**src/rv_isa_pkg.sv**
```systemverilog
/*
 * RV32I instruction set subset
 * Word and field types, opcodes, funct codes and ALU operation codes
 */
`default_nettype none

package rv_isa_pkg;

    parameter int XLEN = 32;  // Fixed by the ISA

    typedef logic [XLEN-1:0] word_t;
    typedef logic [4:0]      reg_addr_t;
    typedef logic [6:0]      opcode_t;
    typedef logic [2:0]      funct3_t;
    typedef logic [6:0]      funct7_t;
    typedef logic [3:0]      alu_op_t;

    // Major opcodes handled by the core
    localparam opcode_t OPC_OP     = 7'b0110011;
    localparam opcode_t OPC_OP_IMM = 7'b0010011;
    localparam opcode_t OPC_LUI    = 7'b0110111;
    localparam opcode_t OPC_LOAD   = 7'b0000011;
    localparam opcode_t OPC_STORE  = 7'b0100011;

    localparam funct3_t F3_ADD_SUB = 3'b000;
    localparam funct3_t F3_SLL     = 3'b001;
    localparam funct3_t F3_SLT     = 3'b010;
    localparam funct3_t F3_SLTU    = 3'b011;
    localparam funct3_t F3_XOR     = 3'b100;
    localparam funct3_t F3_SRL_SRA = 3'b101;
    localparam funct3_t F3_OR      = 3'b110;
    localparam funct3_t F3_AND     = 3'b111;
    localparam funct3_t F3_LW      = 3'b010;
    localparam funct3_t F3_SW      = 3'b010;

    localparam funct7_t F7_ALT = 7'b0100000;  // sub and sra

    localparam alu_op_t ALU_ADD    = 4'd0;
    localparam alu_op_t ALU_SUB    = 4'd1;
    localparam alu_op_t ALU_AND    = 4'd2;
    localparam alu_op_t ALU_OR     = 4'd3;
    localparam alu_op_t ALU_XOR    = 4'd4;
    localparam alu_op_t ALU_SLT    = 4'd5;
    localparam alu_op_t ALU_SLTU   = 4'd6;
    localparam alu_op_t ALU_SLL    = 4'd7;
    localparam alu_op_t ALU_SRL    = 4'd8;
    localparam alu_op_t ALU_SRA    = 4'd9;
    localparam alu_op_t ALU_PASS_B = 4'd10;  // lui

    localparam word_t NOP_INSTR = 32'h0000_0013;  // addi x0,x0,0

endpackage

`default_nettype wire
```
**src/rv_pipe_pkg.sv**
```systemverilog
/*
 * Pipeline bundles
 * Control word and the packed structs carried between the five stages
 */
`default_nettype none

package rv_pipe_pkg;

    // All zero is a bubble
    typedef struct packed {
        logic                reg_write;
        logic                mem_read;
        logic                mem_write;
        logic                alu_src_imm;
        rv_isa_pkg::alu_op_t alu_op;
    } ctrl_t;

    typedef struct packed {
        rv_isa_pkg::word_t pc;
        rv_isa_pkg::word_t instr;
    } if_id_t;

    typedef struct packed {
        ctrl_t                 ctrl;
        rv_isa_pkg::word_t     rs1_data;
        rv_isa_pkg::word_t     rs2_data;
        rv_isa_pkg::reg_addr_t rs1;
        rv_isa_pkg::reg_addr_t rs2;
        rv_isa_pkg::reg_addr_t rd;
        rv_isa_pkg::word_t     imm;
    } id_ex_t;

    typedef struct packed {
        logic                  reg_write;
        logic                  mem_read;
        logic                  mem_write;
        rv_isa_pkg::reg_addr_t rd;
        rv_isa_pkg::word_t     alu_result;
        rv_isa_pkg::word_t     store_data;  // Forwarded rs2
    } ex_mem_t;

    // Also the register file write port
    typedef struct packed {
        logic                  reg_write;
        rv_isa_pkg::reg_addr_t rd;
        rv_isa_pkg::word_t     wb_data;
    } mem_wb_t;

endpackage

`default_nettype wire

```
**src/rv_memory.sv**
```systemverilog
/*
 * Memory stage
 * Word data memory, write-back value select and the MEM/WB register
 */
`default_nettype none

module rv_memory #(
    parameter int DMEM_ADDR_WIDTH = 5
) (
    input  wire logic           clk,
    input  wire logic           i_reset,
    input  wire logic           i_en,
    input  rv_pipe_pkg::ex_mem_t i_ex_mem,
    output rv_pipe_pkg::mem_wb_t o_mem_wb
);

    rv_isa_pkg::word_t          dmem [2**DMEM_ADDR_WIDTH];
    logic [DMEM_ADDR_WIDTH-1:0] addr;
    rv_isa_pkg::word_t          load_data;
    rv_pipe_pkg::mem_wb_t       mem_wb_q;

    assign addr      = i_ex_mem.alu_result[DMEM_ADDR_WIDTH+1:2];  // Byte address to word index
    assign load_data = dmem[addr];

    always_ff @(posedge clk) begin
        if (i_reset) begin
            for (int i = 0; i < 2**DMEM_ADDR_WIDTH; i++) begin
                dmem[i] <= '0;
            end
        end else if (i_en && i_ex_mem.mem_write) begin
            dmem[addr] <= i_ex_mem.store_data;
        end
    end

    always_ff @(posedge clk) begin
        if (i_reset) begin
            mem_wb_q <= '0;
        end else if (i_en) begin
            mem_wb_q.reg_write <= i_ex_mem.reg_write;
            mem_wb_q.rd        <= i_ex_mem.rd;
            mem_wb_q.wb_data   <= i_ex_mem.mem_read ? load_data : i_ex_mem.alu_result;
        end
    end

    assign o_mem_wb = mem_wb_q;

endmodule

`default_nettype wire

```
**config.mk**
```make
export PLATFORM = sky130hd
export DESIGN_NAME = rv_memory
export DESIGN_NICKNAME = d
export VERILOG_FILES = /design/src/rv_isa_pkg.sv /design/src/rv_pipe_pkg.sv /design/src/rv_memory.sv
export SDC_FILE = /design/constraint.sdc
export NUM_CORES = 1
export LEC_CHECK = 0
export BUFFER_PORTS_ARGS = -buffer_cell sky130_fd_sc_hd__clkbuf_2
export CORE_UTILIZATION = 60
export DETAILED_ROUTE_END_ITERATION = 6
export GPL_TIMING_DRIVEN = 1
export PLACE_DENSITY = 0.88
export SLEW_MARGIN = 5
export SYNTH_ARGS = -nofsm -noshare
export SYNTH_HDL_FRONTEND = slang
export SYNTH_SLANG_ARGS = --single-unit
```
**constraint.sdc**
```tcl
create_clock -name clk -period 2.8 [get_ports clk]
set_input_delay 0.28 -clock clk [delete_from_list [all_inputs] [get_ports clk]]
set_output_delay 0.28 -clock clk [all_outputs]
set_load 0.03 [all_outputs]
```
* Word level (Yosys, flattened, before mapping)
Memories as Yosys holds them, arrays and structs flattened. Cells that the tools add are included. W data, S select, Z words.
Storage, ports and cells: memories kept 1, output and inout port bits 38, logic and storage cells 15, register bits 38, memory bits (writable) 1024, bits of input ports 75
Memory list:
- dmem | depth 32, bits a word 32, read ports 1, clocked after memory_dff 0, write ports 32, RTL line rv_memory.sv:17 | rv_isa_pkg::word_t dmem [2**DMEM_ADDR_WIDTH];
Cells by class: multiplexer cells 9, reduce and logical (&&, ||, !) cells 2
Operators with widths (count):
- $mux W32 | 2
- $reduce_or A32 Y1 | 1
- $mux W1 | 6
- $mux W5 | 1
- $logic_and A1 B1 Y1 | 1

* Longest topological paths before layout
depth in word-level cells 6, mapped depth 10, depth with buffers taken out 5

* Least setup slack after synthesis
OpenSTA, ideal clock, no wires.
kind input -> register, start point input i_reset, end point memory dmem[13][0] (netlist bit), enable pin, setup slack 485 ps, stages on the path 6, path buffers 2, arrival time 1941 ps, setup time 375 ps, required time 2425 ps, cell sequence clkbuf_1 -> nand3b_1 -> or3b_2 -> buf_2 -> nor2_1 -> or2_2
RTL lines:
- start, declared | RTL line rv_memory.sv:11 | input wire logic i_reset,
- end, declared | RTL line rv_memory.sv:17

* Worst setup path in the final report
start point memory dmem[24][31] (netlist bit), end point register mem_wb_q (netlist bit o_mem_wb[31])
Between the ends: cells in the longest elaborated chain, start to end 2
Ends and longest elaborated chain:
- $mem_v2 Z32 W32
- $mux W32 | RTL line rv_memory.sv:41 | mem_wb_q.wb_data <= i_ex_mem.mem_read ? load_data : i_ex_mem.alu_result;
- end, declared | RTL line rv_memory.sv:20 | rv_pipe_pkg::mem_wb_t mem_wb_q;
No other way between the ends. A chain may end at the register's enable or synchronous reset.

==> metrics.txt <==
pins over their slew limit=0; cell-by-cell trace of the critical path=mux4_2 > a22o_1 > nor4_1 > and3_1 > o32ai_1 > dlygate4sd3_1; DRC violation count after routing=0; measured slew at the worst slew-check pin=around 1.0 ns; wire per inst=just over 30 um; critical-path maximum fanout=1; die area=around 82000 um2; critical path start-end classification=reg2reg; horizontal die dimension=approximately 290 um; CTS H-tree lvls=3; minimum clock period=2.74 ns; post-detailed-routing wire length=~140 mm; remaining global-route overflow=0; launching element type of the critical path=register; worst flop-to-flop path startpoint=dmem[24][31]$_SDFFCE_PN0P_; number of violations reported at the end of detailed-routing iteration 0=about 5400; CTS Buf Count=around 100; yosys warns=0; launching instance or port of the critical path=dmem[24][31]$_SDFFCE_PN0P_; maximum cell stage delay along the critical path=0.60 ns; class of the worst hold path=in2reg; Async S/R FF share, synth=0; max-capacitance violation count=0; clock-pin slew on the worst setup and hold paths=around 0.07 ns; core area=about 80000 um2; Cell variety after synth=63; clock latency reported for the late side of the worst-skew pair=~0.7 ns; number of input and output port buffers inserted=approximately 110; per-cell via count in the routed design=6.76; die height=~290 um; via count of the first global-routing pass=about 30000; antenna violations before repair=7; Worst path top cell family by delay=simple AND/OR/NAND/NOR gates; setup repair after global routing missed its margin=false; largest voltage drop on the vdd net=approximately 0.49 mV; upper clock frequency limit=roughly 370 MHz; post-cts resize count=0; first-pass GRT wire length=~200 mm; Synthesized Nets=about 3400; number of flops mapped to enable cells by yosys=1024; Final Hold Viols=0; Routability Congestion=0.978; static power due to leakage=between 15 and 20 nW; clock tree root buffer cell=sky130_fd_sc_hd__clkbuf_16; slack of the worst reg-to-reg path=0.06 ns; required time reported for the critical path endpoint=around 3.4 ns; count of mapped cells out of synthesis=about 3300; top_reg_cell synth=sky130_fd_sc_hd__edfxtp_1; count of nets after finishing=3515; via count=slightly above 30000; sequential cell area fraction in the yosys report=0.649; setup-violating endpoint count in the final report=0; total routing usage reported by global routing=0.348; Clock Skew=between 0.03 and 0.04 ns; critical hold path startpoint=i_ex_mem[53]; FF+latch count, synth=~1100; run status=finished clean; iteration count of the initial detailed-routing pass=6; Crit path buffers/inverters=1; Post-Syn Area per Cell=roughly 15 um2; placed cells=about 4400; number of cells in the finished layout apart from fillers=~4600; total power per unit cell area=approximately 650 nW/um2; endpoint kind of the worst setup timing path=register; summed instance area of the synthesized netlist=~49000 um2; arrival time at the worst endpoint=between 3 and 4 ns; layout overhead on the synthesized area=12.1%; effective utilization at floorplan=0.610; count of antenna-violating nets left after detailed routing=0; pin count of the biggest net entering global routing=51; Max clock buf depth=3; Rel. slew slack=0.333; layout cell share with drive strength beyond 1=0.187; post-route clock period utilization=0.978; Slowest-stage cell, CP=sky130_fd_sc_hd__dlygate4sd3_1; clock sinks=1062; detailed placement HPWL=about 88 mm; I/O pin cnt=approximately 110; row count=about 100; clock tree from TritonCTS=built; setup tns final=0 ns
[placed cells by master (no fill, tap or decap), drive strengths merged, types with 37 or more instances in the layout]
cell / instances
and2: 1030
edfxtp: 1024
mux2i: 251
clkbuf: 236
buf: 185
mux4: 137
nor2: 88
a22oi: 58
o22ai: 49
clkinv: 46
nand2: 42
dfxtp: 38
nand2b: 37
[cells by family after synthesis]
| group | synth area share |
|---|---|
| compound gates | 0.0347 |
| buf+inv | 0.0313 |
| flops | 0.649 |
| mux | 0.116 |
| simple gates | 0.168 |
[metrics by stage]
stage,util,hold WS (ns),setup WS (ns),cell area (um2),power [mW]
finish,0.684,0.0320,0.0627,54400,35.5
global route,0.684,0.0111,0.123,54400,36.1
CTS,0.684,0.00105,0.275,54400,35.3
detailed placement,0.639,0.478,-0.276,50800,21.6
global placement,0.639,0.472,-0.203,50800,21.5
floorplan,-,0.428,0.485,48500,20.3
[cells in the mapped netlist (all sizes together), types with 6 or more instances]
library cell / number / area [um2]
nand4: 10 / 77.6
clkbuf: 235 / 912
mux4: 137 / 3100
a211oi: 17 / 133
nand2b: 37 / 231
and4: 16 / 140
nand2: 42 / 158
nor2: 88 / 335
mux2i: 251 / 2510
o22ai: 49 / 307
or2: 32 / 200
dfxtp: 38 / 761
a21boi: 8 / 60.1
a21oi: 23 / 115
o21ai: 14 / 70.1
edfxtp: 1024 / 30700
nand3b: 6 / 45.0
nand3: 30 / 150
o32ai: 25 / 234
a221oi: 6 / 52.6
nor2b: 6 / 37.5
nor4: 6 / 37.5
a22o: 16 / 140
buf: 87 / 604
o22a: 8 / 70.1
a22oi: 58 / 435
and3: 11 / 68.8
and2: 1030 / 6440
[power by group]
part | internal, mW | total [mW] | switching, mW
clock | 7.94 | 14.0 | 6.03
combinational | 1.02 | 2.97 | 1.94
sequential | 18.2 | 18.5 | 0.306
total | 27.2 | 35.5 | 8.28
[registers in the layout (all words and copies together), names as in the netlist]
signal	cells
o_mem_wb	38
dmem	1024
[layer usage]
layer | track usage | routed length [um] | vias up
met4 | 0.178 | 8590 | 0
met1 | 0.455 | 46300 | 15110
met3 | 0.0961 | 22500 | 595
met2 | 0.539 | 65200 | 2899
li1 | - | - | 12390
met5 | 0 | 0 | -
[worst min-delay path, delay by kind of cell]
kind | cells | cell delay [ns]
AOI/OAI and AO/OA | 1 | 0.09
and+or+nand+nor | 1 | 0.14
buffers and inverters | 1 | 0.15
[worst paths after layout]
path / end / cells after the start
worst max-delay path: o_mem_wb[31]$_SDFFE_PP0P_ / 6
worst min register to register: o_mem_wb[10]$_SDFFE_PP0P_ / 2
worst min-delay path: o_mem_wb[21]$_SDFFE_PP0P_ / 3
worst max register to register: o_mem_wb[31]$_SDFFE_PP0P_ / 6
[final cells by class]
cell class              instances  area (um2)
fillers                      4767       25100
diodes                          6        15.0
multi-input cells            1961       15600
flip-flops and latches       1062       31500
clock inverters                65         616
repair buffers                313        2600
well taps                    1050        1310
clock buffers                 127        2730
[timing repair]
item / CTS / global route
setup buffers: 0 / 0
hold buffers: 19 / 0
endpoints found under the hold margin: 19 / 0
Power figures use the tool's default switching activity.
