**config.mk**
```make
export PLATFORM = sky130hd
export DESIGN_NAME = rv_decode
export DESIGN_NICKNAME = d
export VERILOG_FILES = /design/src/rv_isa_pkg.sv /design/src/rv_pipe_pkg.sv /design/src/rv_decode.sv
export SDC_FILE = /design/constraint.sdc
export NUM_CORES = 1
export LEC_CHECK = 0
export ABC_AREA = 1
export BUFFER_PORTS_ARGS = -buffer_cell sky130_fd_sc_hd__buf_2
export CAP_MARGIN = 0
export CELL_PAD_IN_SITES_DETAIL_PLACEMENT = 1
export CELL_PAD_IN_SITES_GLOBAL_PLACEMENT = 1
export CORE_AREA = 3 3 147 121
export CTS_BUF_LIST = sky130_fd_sc_hd__clkbuf_8
export CTS_CLUSTER_DIAMETER = 50
export DETAILED_ROUTE_END_ITERATION = 12
export DIE_AREA = 0 0 150 124
export PLACE_DENSITY = 0.85
export SETUP_SLACK_MARGIN = 0.02
export SYNTH_ARGS = -nofsm -noshare
export SYNTH_HDL_FRONTEND = slang
export SYNTH_SLANG_ARGS = --single-unit
```
**constraint.sdc**
```tcl
create_clock -name clk -period 1.8 [get_ports clk]
set_clock_uncertainty 0.2 [all_clocks]
set_input_delay 0.09 -clock clk [delete_from_list [all_inputs] [get_ports clk]]
set_output_delay 0.09 -clock clk [all_outputs]
set_load 0.02 [all_outputs]
```
**src/rv_isa_pkg.sv**
```systemverilog
/*
 * RV32I instruction set subset
 * Word and field types, opcodes, funct codes and ALU operation codes
 */
`default_nettype none

package rv_isa_pkg;

    parameter int XLEN = 32;  // Fixed by the ISA

    typedef logic [XLEN-1:0] word_t;
    typedef logic [4:0]      reg_addr_t;
    typedef logic [6:0]      opcode_t;
    typedef logic [2:0]      funct3_t;
    typedef logic [6:0]      funct7_t;
    typedef logic [3:0]      alu_op_t;

    // Major opcodes handled by the core
    localparam opcode_t OPC_OP     = 7'b0110011;
    localparam opcode_t OPC_OP_IMM = 7'b0010011;
    localparam opcode_t OPC_LUI    = 7'b0110111;
    localparam opcode_t OPC_LOAD   = 7'b0000011;
    localparam opcode_t OPC_STORE  = 7'b0100011;

    localparam funct3_t F3_ADD_SUB = 3'b000;
    localparam funct3_t F3_SLL     = 3'b001;
    localparam funct3_t F3_SLT     = 3'b010;
    localparam funct3_t F3_SLTU    = 3'b011;
    localparam funct3_t F3_XOR     = 3'b100;
    localparam funct3_t F3_SRL_SRA = 3'b101;
    localparam funct3_t F3_OR      = 3'b110;
    localparam funct3_t F3_AND     = 3'b111;
    localparam funct3_t F3_LW      = 3'b010;
    localparam funct3_t F3_SW      = 3'b010;

    localparam funct7_t F7_ALT = 7'b0100000;  // sub and sra

    localparam alu_op_t ALU_ADD    = 4'd0;
    localparam alu_op_t ALU_SUB    = 4'd1;
    localparam alu_op_t ALU_AND    = 4'd2;
    localparam alu_op_t ALU_OR     = 4'd3;
    localparam alu_op_t ALU_XOR    = 4'd4;
    localparam alu_op_t ALU_SLT    = 4'd5;
    localparam alu_op_t ALU_SLTU   = 4'd6;
    localparam alu_op_t ALU_SLL    = 4'd7;
    localparam alu_op_t ALU_SRL    = 4'd8;
    localparam alu_op_t ALU_SRA    = 4'd9;
    localparam alu_op_t ALU_PASS_B = 4'd10;  // lui

    localparam word_t NOP_INSTR = 32'h0000_0013;  // addi x0,x0,0

endpackage

`default_nettype wire
```
**src/rv_pipe_pkg.sv**
```systemverilog
/*
 * Pipeline bundles
 * Control word and the packed structs carried between the five stages
 */
`default_nettype none

package rv_pipe_pkg;

    // All zero is a bubble
    typedef struct packed {
        logic                reg_write;
        logic                mem_read;
        logic                mem_write;
        logic                alu_src_imm;
        rv_isa_pkg::alu_op_t alu_op;
    } ctrl_t;

    typedef struct packed {
        rv_isa_pkg::word_t pc;
        rv_isa_pkg::word_t instr;
    } if_id_t;

    typedef struct packed {
        ctrl_t                 ctrl;
        rv_isa_pkg::word_t     rs1_data;
        rv_isa_pkg::word_t     rs2_data;
        rv_isa_pkg::reg_addr_t rs1;
        rv_isa_pkg::reg_addr_t rs2;
        rv_isa_pkg::reg_addr_t rd;
        rv_isa_pkg::word_t     imm;
    } id_ex_t;

    typedef struct packed {
        logic                  reg_write;
        logic                  mem_read;
        logic                  mem_write;
        rv_isa_pkg::reg_addr_t rd;
        rv_isa_pkg::word_t     alu_result;
        rv_isa_pkg::word_t     store_data;  // Forwarded rs2
    } ex_mem_t;

    // Also the register file write port
    typedef struct packed {
        logic                  reg_write;
        rv_isa_pkg::reg_addr_t rd;
        rv_isa_pkg::word_t     wb_data;
    } mem_wb_t;

endpackage

`default_nettype wire

```
**src/rv_decode.sv**
```systemverilog
/*
 * Decode stage
 * Control and immediate generation, load-use hazard detection, ID/EX register
 */
`default_nettype none

module rv_decode (
    input  wire logic             clk,
    input  wire logic             i_reset,
    input  wire logic             i_en,
    input  rv_pipe_pkg::if_id_t   i_if_id,
    input  rv_isa_pkg::word_t     i_rs1_data,
    input  rv_isa_pkg::word_t     i_rs2_data,
    output rv_isa_pkg::reg_addr_t o_rs1_addr,
    output rv_isa_pkg::reg_addr_t o_rs2_addr,
    output logic                  o_stall,
    output rv_pipe_pkg::id_ex_t   o_id_ex
);

    rv_isa_pkg::word_t     instr;
    rv_isa_pkg::opcode_t   opcode;
    rv_isa_pkg::funct3_t   funct3;
    rv_isa_pkg::reg_addr_t rs1;
    rv_isa_pkg::reg_addr_t rs2;
    rv_isa_pkg::reg_addr_t rd;
    logic                  alt;
    logic                  uses_rs1;
    logic                  uses_rs2;
    rv_pipe_pkg::ctrl_t    ctrl;
    rv_isa_pkg::word_t     imm;
    rv_pipe_pkg::id_ex_t   id_ex_d;
    rv_pipe_pkg::id_ex_t   id_ex_q;

    assign instr  = i_if_id.instr;
    assign opcode = instr[6:0];
    assign rd     = instr[11:7];
    assign funct3 = instr[14:12];
    assign rs1    = instr[19:15];
    assign rs2    = instr[24:20];
    assign alt    = (instr[31:25] == rv_isa_pkg::F7_ALT);

    // Immediate forms only use alt for srai
    function automatic rv_isa_pkg::alu_op_t alu_decode(input rv_isa_pkg::funct3_t f3,
                                                       input logic alt_f7,
                                                       input logic is_reg);
        case (f3)
            rv_isa_pkg::F3_ADD_SUB: return (alt_f7 && is_reg) ? rv_isa_pkg::ALU_SUB
                                                              : rv_isa_pkg::ALU_ADD;
            rv_isa_pkg::F3_SLL:     return rv_isa_pkg::ALU_SLL;
            rv_isa_pkg::F3_SLT:     return rv_isa_pkg::ALU_SLT;
            rv_isa_pkg::F3_SLTU:    return rv_isa_pkg::ALU_SLTU;
            rv_isa_pkg::F3_XOR:     return rv_isa_pkg::ALU_XOR;
            rv_isa_pkg::F3_SRL_SRA: return alt_f7 ? rv_isa_pkg::ALU_SRA : rv_isa_pkg::ALU_SRL;
            rv_isa_pkg::F3_OR:      return rv_isa_pkg::ALU_OR;
            default:                return rv_isa_pkg::ALU_AND;
        endcase
    endfunction

    always_comb begin
        ctrl     = '0;
        imm      = '0;
        uses_rs1 = 1'b0;
        uses_rs2 = 1'b0;
        case (opcode)
            rv_isa_pkg::OPC_OP: begin
                ctrl.reg_write = 1'b1;
                ctrl.alu_op    = alu_decode(funct3, alt, 1'b1);
                uses_rs1       = 1'b1;
                uses_rs2       = 1'b1;
            end
            rv_isa_pkg::OPC_OP_IMM: begin
                ctrl.reg_write   = 1'b1;
                ctrl.alu_src_imm = 1'b1;
                ctrl.alu_op      = alu_decode(funct3, alt, 1'b0);
                imm              = {{20{instr[31]}}, instr[31:20]};
                uses_rs1         = 1'b1;
            end
            rv_isa_pkg::OPC_LUI: begin
                ctrl.reg_write   = 1'b1;
                ctrl.alu_src_imm = 1'b1;
                ctrl.alu_op      = rv_isa_pkg::ALU_PASS_B;
                imm              = {instr[31:12], 12'b0};
            end
            rv_isa_pkg::OPC_LOAD: begin
                if (funct3 == rv_isa_pkg::F3_LW) begin
                    ctrl.reg_write   = 1'b1;
                    ctrl.mem_read    = 1'b1;
                    ctrl.alu_src_imm = 1'b1;
                    ctrl.alu_op      = rv_isa_pkg::ALU_ADD;
                    imm              = {{20{instr[31]}}, instr[31:20]};
                    uses_rs1         = 1'b1;
                end
            end
            rv_isa_pkg::OPC_STORE: begin
                if (funct3 == rv_isa_pkg::F3_SW) begin
                    ctrl.mem_write   = 1'b1;
                    ctrl.alu_src_imm = 1'b1;
                    ctrl.alu_op      = rv_isa_pkg::ALU_ADD;
                    imm              = {{20{instr[31]}}, instr[31:25], instr[11:7]};
                    uses_rs1         = 1'b1;
                    uses_rs2         = 1'b1;
                end
            end
            default: ;  // Unsupported opcode decodes as a bubble
        endcase
    end

    // Load in ID/EX feeding the instruction in IF/ID
    assign o_stall = id_ex_q.ctrl.mem_read && (id_ex_q.rd != '0) &&
                     ((uses_rs1 && id_ex_q.rd == rs1) || (uses_rs2 && id_ex_q.rd == rs2));

    assign id_ex_d = '{ctrl: ctrl, rs1_data: i_rs1_data, rs2_data: i_rs2_data,
                       rs1: rs1, rs2: rs2, rd: rd, imm: imm};

    always_ff @(posedge clk) begin
        if (i_reset) begin
            id_ex_q <= '0;
        end else if (i_en) begin
            id_ex_q <= o_stall ? '0 : id_ex_d;
        end
    end

    assign o_rs1_addr = rs1;
    assign o_rs2_addr = rs2;
    assign o_id_ex    = id_ex_q;

    a_stall_one_cycle: assert property (@(posedge clk) disable iff (i_reset)
        (o_stall && i_en) |=> !o_stall);

endmodule

`default_nettype wire

```
# After elaboration in Yosys (flattened, before gate mapping)
# Index checks and enable logic that the tools add are counted.
# totals
out_inout_bits	130
ff_bits	119
in_bits	131
elab_cells	55
# op_classes
reduce_logical	11
eq_ne	14
mux	19
# ops
operator	n
case mux 32 bit (4 select lines)	1
two-way mux 119 bit	1
two-way mux 32 bit	2
case mux 4 bit (7 select lines)	2
== test 7 x 6 -> 1 bit (second input constant)	4
case mux 4 bit (5 select lines)	1
== test 5 bit	2
== test 3 bit (second input constant)	3
== test 7 x 2 -> 1 bit (second input constant)	1
== test 7 x 5 -> 1 bit (second input constant)	1
== test 3 x 2 -> 1 bit (second input constant)	2
two-way mux 6 bit	1
case mux 1 bit (2 select lines)	3
OR reduction 2 bit	3
two-way mux 1 bit	5
two-way mux 5 bit	1
nonzero test 5 bit	1
logical AND 1 bit	4
== test 3 x 1 -> 1 bit (second input constant)	1
zero test 3 bit	1
case mux 1 bit (3 select lines)	1
OR reduction 3 bit	1
two-way mux 2 bit	1
logical OR 1 bit	1

# Longest topological paths before layout
# depth
depth_word	7
depth_mapped	12
mapped_depth_nobuf	11

# Worst setup path before layout
# OpenSTA, ideal clock, no wires.
# synth_timing
path_kind	reg-to-reg
start	reg id_ex_q, in the netlist o_id_ex[35]
end	reg id_ex_q, in the netlist o_id_ex[20]
setup_ps	143
period_less_slack_ps	1729
path_stages_with_launch	12
setup_slack_ps	71
required_time_ps	1457
arrival_time_ps	1386
n_path_buf	2
path_cell_list	dfxtp_1 -> inv_1 -> nand2_1 -> nand2_1 -> nor2_1 -> nand3_1 -> nand2_1 -> nand2_1 -> buf_2 -> nand3_2 -> buf_6 -> a21oi_2
# synth_between
elab_chain_cells	5
elab_cells_between_ends	9
cone_classes	eq/ne (2); mux (1); reduce/logical (6)
# synth_lines
item	line_no	text
from (decl)	rv_decode.sv:32	rv_pipe_pkg::id_ex_t id_ex_q;
from (signal assigned)	rv_decode.sv:119	id_ex_q <= o_stall ? '0 : id_ex_d;
== test 5 bit	rv_decode.sv:110	((uses_rs1 && id_ex_q.rd == rs1) || (uses_rs2 && id_ex_q.rd == rs2));
logical AND 1 bit	rv_decode.sv:110	
logical OR 1 bit	rv_decode.sv:110	
logical AND 1 bit (*)	rv_decode.sv:109	assign o_stall = id_ex_q.ctrl.mem_read && (id_ex_q.rd != '0) &&
two-way mux 119 bit (*)	rv_decode.sv:119	
# Mark *: on every way between the ends. The rest lies on a longest branch, timed or not.
# A chain may end at the register's enable or synchronous reset.

# Final worst setup path
# layout_timing
start	reg id_ex_q, in the netlist o_id_ex[34]
end	out o_stall
# layout_between
elab_chain_cells	4
elab_cells_between_ends	8
cone_classes	eq/ne (2); reduce/logical (6)
# layout_lines
item	line_no	text
== test 5 bit	rv_decode.sv:110	
logical AND 1 bit	rv_decode.sv:110	
logical OR 1 bit	rv_decode.sv:110	
logical AND 1 bit (*)	rv_decode.sv:109	
to (decl)	rv_decode.sv:16	output logic o_stall,
# Marked as above.

==> summary.txt <==
Clock tree
  • Clk pin slew, worst setup/hold paths: 70 ps
  • CTS buffer count: 17
  • CTS sink count: 119
  • Clock latency on the worst-skew pair: 450 ps
  • Clk buf depth: 2
  • Root buffer cell: clkbuf_8
  • H-Tree Depth: 4
  • CTS tree: built

Cells and area
  • Number of flip-flops under the largest register name: 119
  • Final core occ: 50.68%
  • Most frequent cells in the layout: 225 x buf_2, 172 x nand2_1, 126 x nand3_1, 114 x dfxtp_1, 95 x a21oi_1
  • Most common library cell in the layout ignoring fill and taps: buf_2
  • Final Cell Area: 0.008309 sq mm
  • Fill cell count: about 2000
  • Share of layout cells above drive strength 1: 34.25%
  • Register area: 0.002391 sq mm
  • Nets: around 1200
  • Layout area overhead: 58.91%
  • Multi-input logic area: 0.002359 sq mm

Run status
  • Status: finished with violations
  • Failing checks: negative setup slack

Placement
  • DP HPWL: ~13000 microns
  • Setup WS pre-CTS: -1.294 ps
  • Port bufs: 228
  • Cell Area, Placed: 0.006759 sq mm
  • Routability cong.: 0.8244

Worst setup path
  • Internal reg-to-reg setup slack: -130 ps
  • Worst path slowest cell: dfxtp_2
  • Kind of start point of the critical path: flip-flop
  • Reg-to-Reg End: o_id_ex[110]$_SDFFE_PP0P_
  • Max incr delay on CP: between 300 and 400 ps
  • Arr. time, crit path: 1650 ps
  • Worst setup EP type: output port
  • CP Class: flip-flop to output port
  • R2R depth: 11
  • Crit-path most repeated cell: nand2_1
  • Crit Path Max Fanout: 4
  • Req. time, crit path: 1510 ps
  • Worst path cell trace: inv_1 > nand2_1 > nand2_1 > nor2_2 > nand3_2 > nand2_2 > nand2_4 > buf_12 > clkinv_4 > buf_6
  • FF-to-FF Start: o_id_ex[34]$_SDFFE_PP0P_

Global route
  • Total gr overflow: 0
  • Total GRT Usage: 23.78%
  • Vias in the first global route: 6632
  • Initial antenna violation count: 0
  • Global-route wire length before repair: 34620 microns
  • Largest net degree at the start of global routing: 60

STA
  • Final WS setup: -139.2 ps
  • Tcrit/Tclk final: 107.7%
  • Final Hold Fails: 0
  • RSZ-0062 raised after global routing: true
  • Worst slew margin: between 70% and 80%
  • Max Slew Vio Count: 0
  • Post-Route Hold Slack: 7.092 ps
  • Peak Freq: 515.7 MHz
  • Worst-Margin Slew: 423.0 ps
  • Fin crit period: between 1500 and 2000 ps
  • Setup violators final: 23
  • Setup TNS: -1150 ps

Synthesis
  • Register bit total from synthesis: 119
  • Dominant cell type by area after synthesis: dfxtp_1
  • Synth warn: 0
  • Post-Syn Area: about 0.0052 sq mm
  • Synth top area cells: dfxtp_1 46%, nand2_1 13%, nand3_1 12%
  • Synth Area per Inst: approximately 7 sq um
  • Yosys cell types: 24
  • Net Count, Synth: 857
  • Post-synthesis cell count: 726
  • Seq/Total Area, Yosys: 45.56%
  • Top cell type's share of synthesized area: 45.56%

Hold path
  • Worst Hold Class: input port to flip-flop
  • HP Start: i_if_id[3]
  • Hold endpoint: o_id_ex[114]$_SDFFE_PP0P_
  • WHS Path Cells: 6

Detailed routing
  • Routed WL per cell: 17.84 microns
  • DRC: 0
  • Post-DRT Antenna Nets: 0
  • Routed via count: 6328
  • Final WL: roughly 23000 microns
  • DRT Pass-1 Iters: 7
  • DR vias/cell: 4.963
  • Detailed Route Iter0 Violations: 309

Die
  • Die area: 0.01860 sq mm
  • Row cnt: between 40 and 50
  • Initial Utilization: 31.89%
  • Die extent in x: 150 microns
  • Number of I/O pins: 261
  • Die Ht: 124 microns
  • Core ar.: 0.01640 sq mm

Power and ir drop
  • Pwr/cell area: between 800 and 900 mW/mm^2
  • Pleak: 3.856 nW
  • Max VDD drop: about 0.5 mV

Job
  • Max Cap Viol: 0
[worst max-delay path: cells and delay by family, from the launching register on]
| kind | cells | cell delay [ps] |
|---|---|---|
| buffers and inverters | 4 | 340 |
| AND/OR/NAND/NOR | 6 | 490 |
| flip-flops | 1 | 360 |
[synthesized netlist by cell type, drive strengths merged]
cell,count
a21oi,120
nor2,21
and2,1
clkbuf,36
nand3,129
xnor2,1
nor3,2
dfxtp,119
buf,31
o21ai,25
inv,55
nand4,5
nand2,181
[routing by layer]
metal  track usage (%)  part of all wire [%]  up-vias
li1                  -                     -     3003
met1             26.50                    40     3057
met2             41.74                    50      213
met3             6.839                   6.4       55
met4             11.83                   3.6        0
met5                 0                     0        -
[what timing repair did]
item / in CTS / in global routing
cloned: 1 / 0
buffers inserted: 2 / 2
gates resized for setup: 11 / 30
pin swaps: 4 / 7
hold buffers: 93 / 0
endpoints found under the hold margin: 114 / 0
endpoints found under the setup margin: 71 / 114
[power breakdown]
group          switching, mW  internal, mW  total (mW)
Sequential            0.0546          2.73        2.78
Clock                   1.15          1.71        2.86
Combinational          0.591         0.453        1.04
[cells by family after synthesis]
family | count (synthesis) | synth area share, %
flip-flops | 119 | 45.56
AO/OA/AOI/OAI | 145 | 15.31
AND/OR/NAND/NOR | 339 | 28.52
XOR/XNOR | 1 | 0.1675
buffers and inverters | 122 | 10.43
[worst max-delay path by stage]
stage | from | end | slack (ps)
2_1_floorplan | o_id_ex[35]$_SDFFE_PP0P_ | o_id_ex[20]$_SDFFE_PP0P_ | 70
3_3_place_gp | o_id_ex[33]$_SDFFE_PP0P_ | o_stall | 70
3_5_place_dp | o_id_ex[34]$_SDFFE_PP0P_ | o_id_ex[70]$_SDFFE_PP0P_ | -1
4_1_cts | o_id_ex[32]$_SDFFE_PP0P_ | o_stall | -130
5_1_grt | o_id_ex[32]$_SDFFE_PP0P_ | o_stall | -220
6_report | o_id_ex[34]$_SDFFE_PP0P_ | o_stall | -140
[per-stage QoR]
| stage | total power, mW | cells |
|---|---|---|
| detailed placement | 3.669 | 1144 |
| global placement | 3.652 | 1144 |
| finish | 6.689 | 1275 |
| global route | 6.971 | 1274 |
| CTS | 6.712 | 1272 |
| floorplan | 3.284 | 726 |
[cell type report]
type                       instances  area share (%)
sequential                       119           28.78
clock inverter                    13           2.439
tap                              220           3.313
timing repair buffer             363           31.31
inverter                          55           2.605
multi-input combinational        485           28.38
antenna                            1         0.03012
clock buffer                      19           3.147
Note: power is estimated with default switching activity, not from simulation.
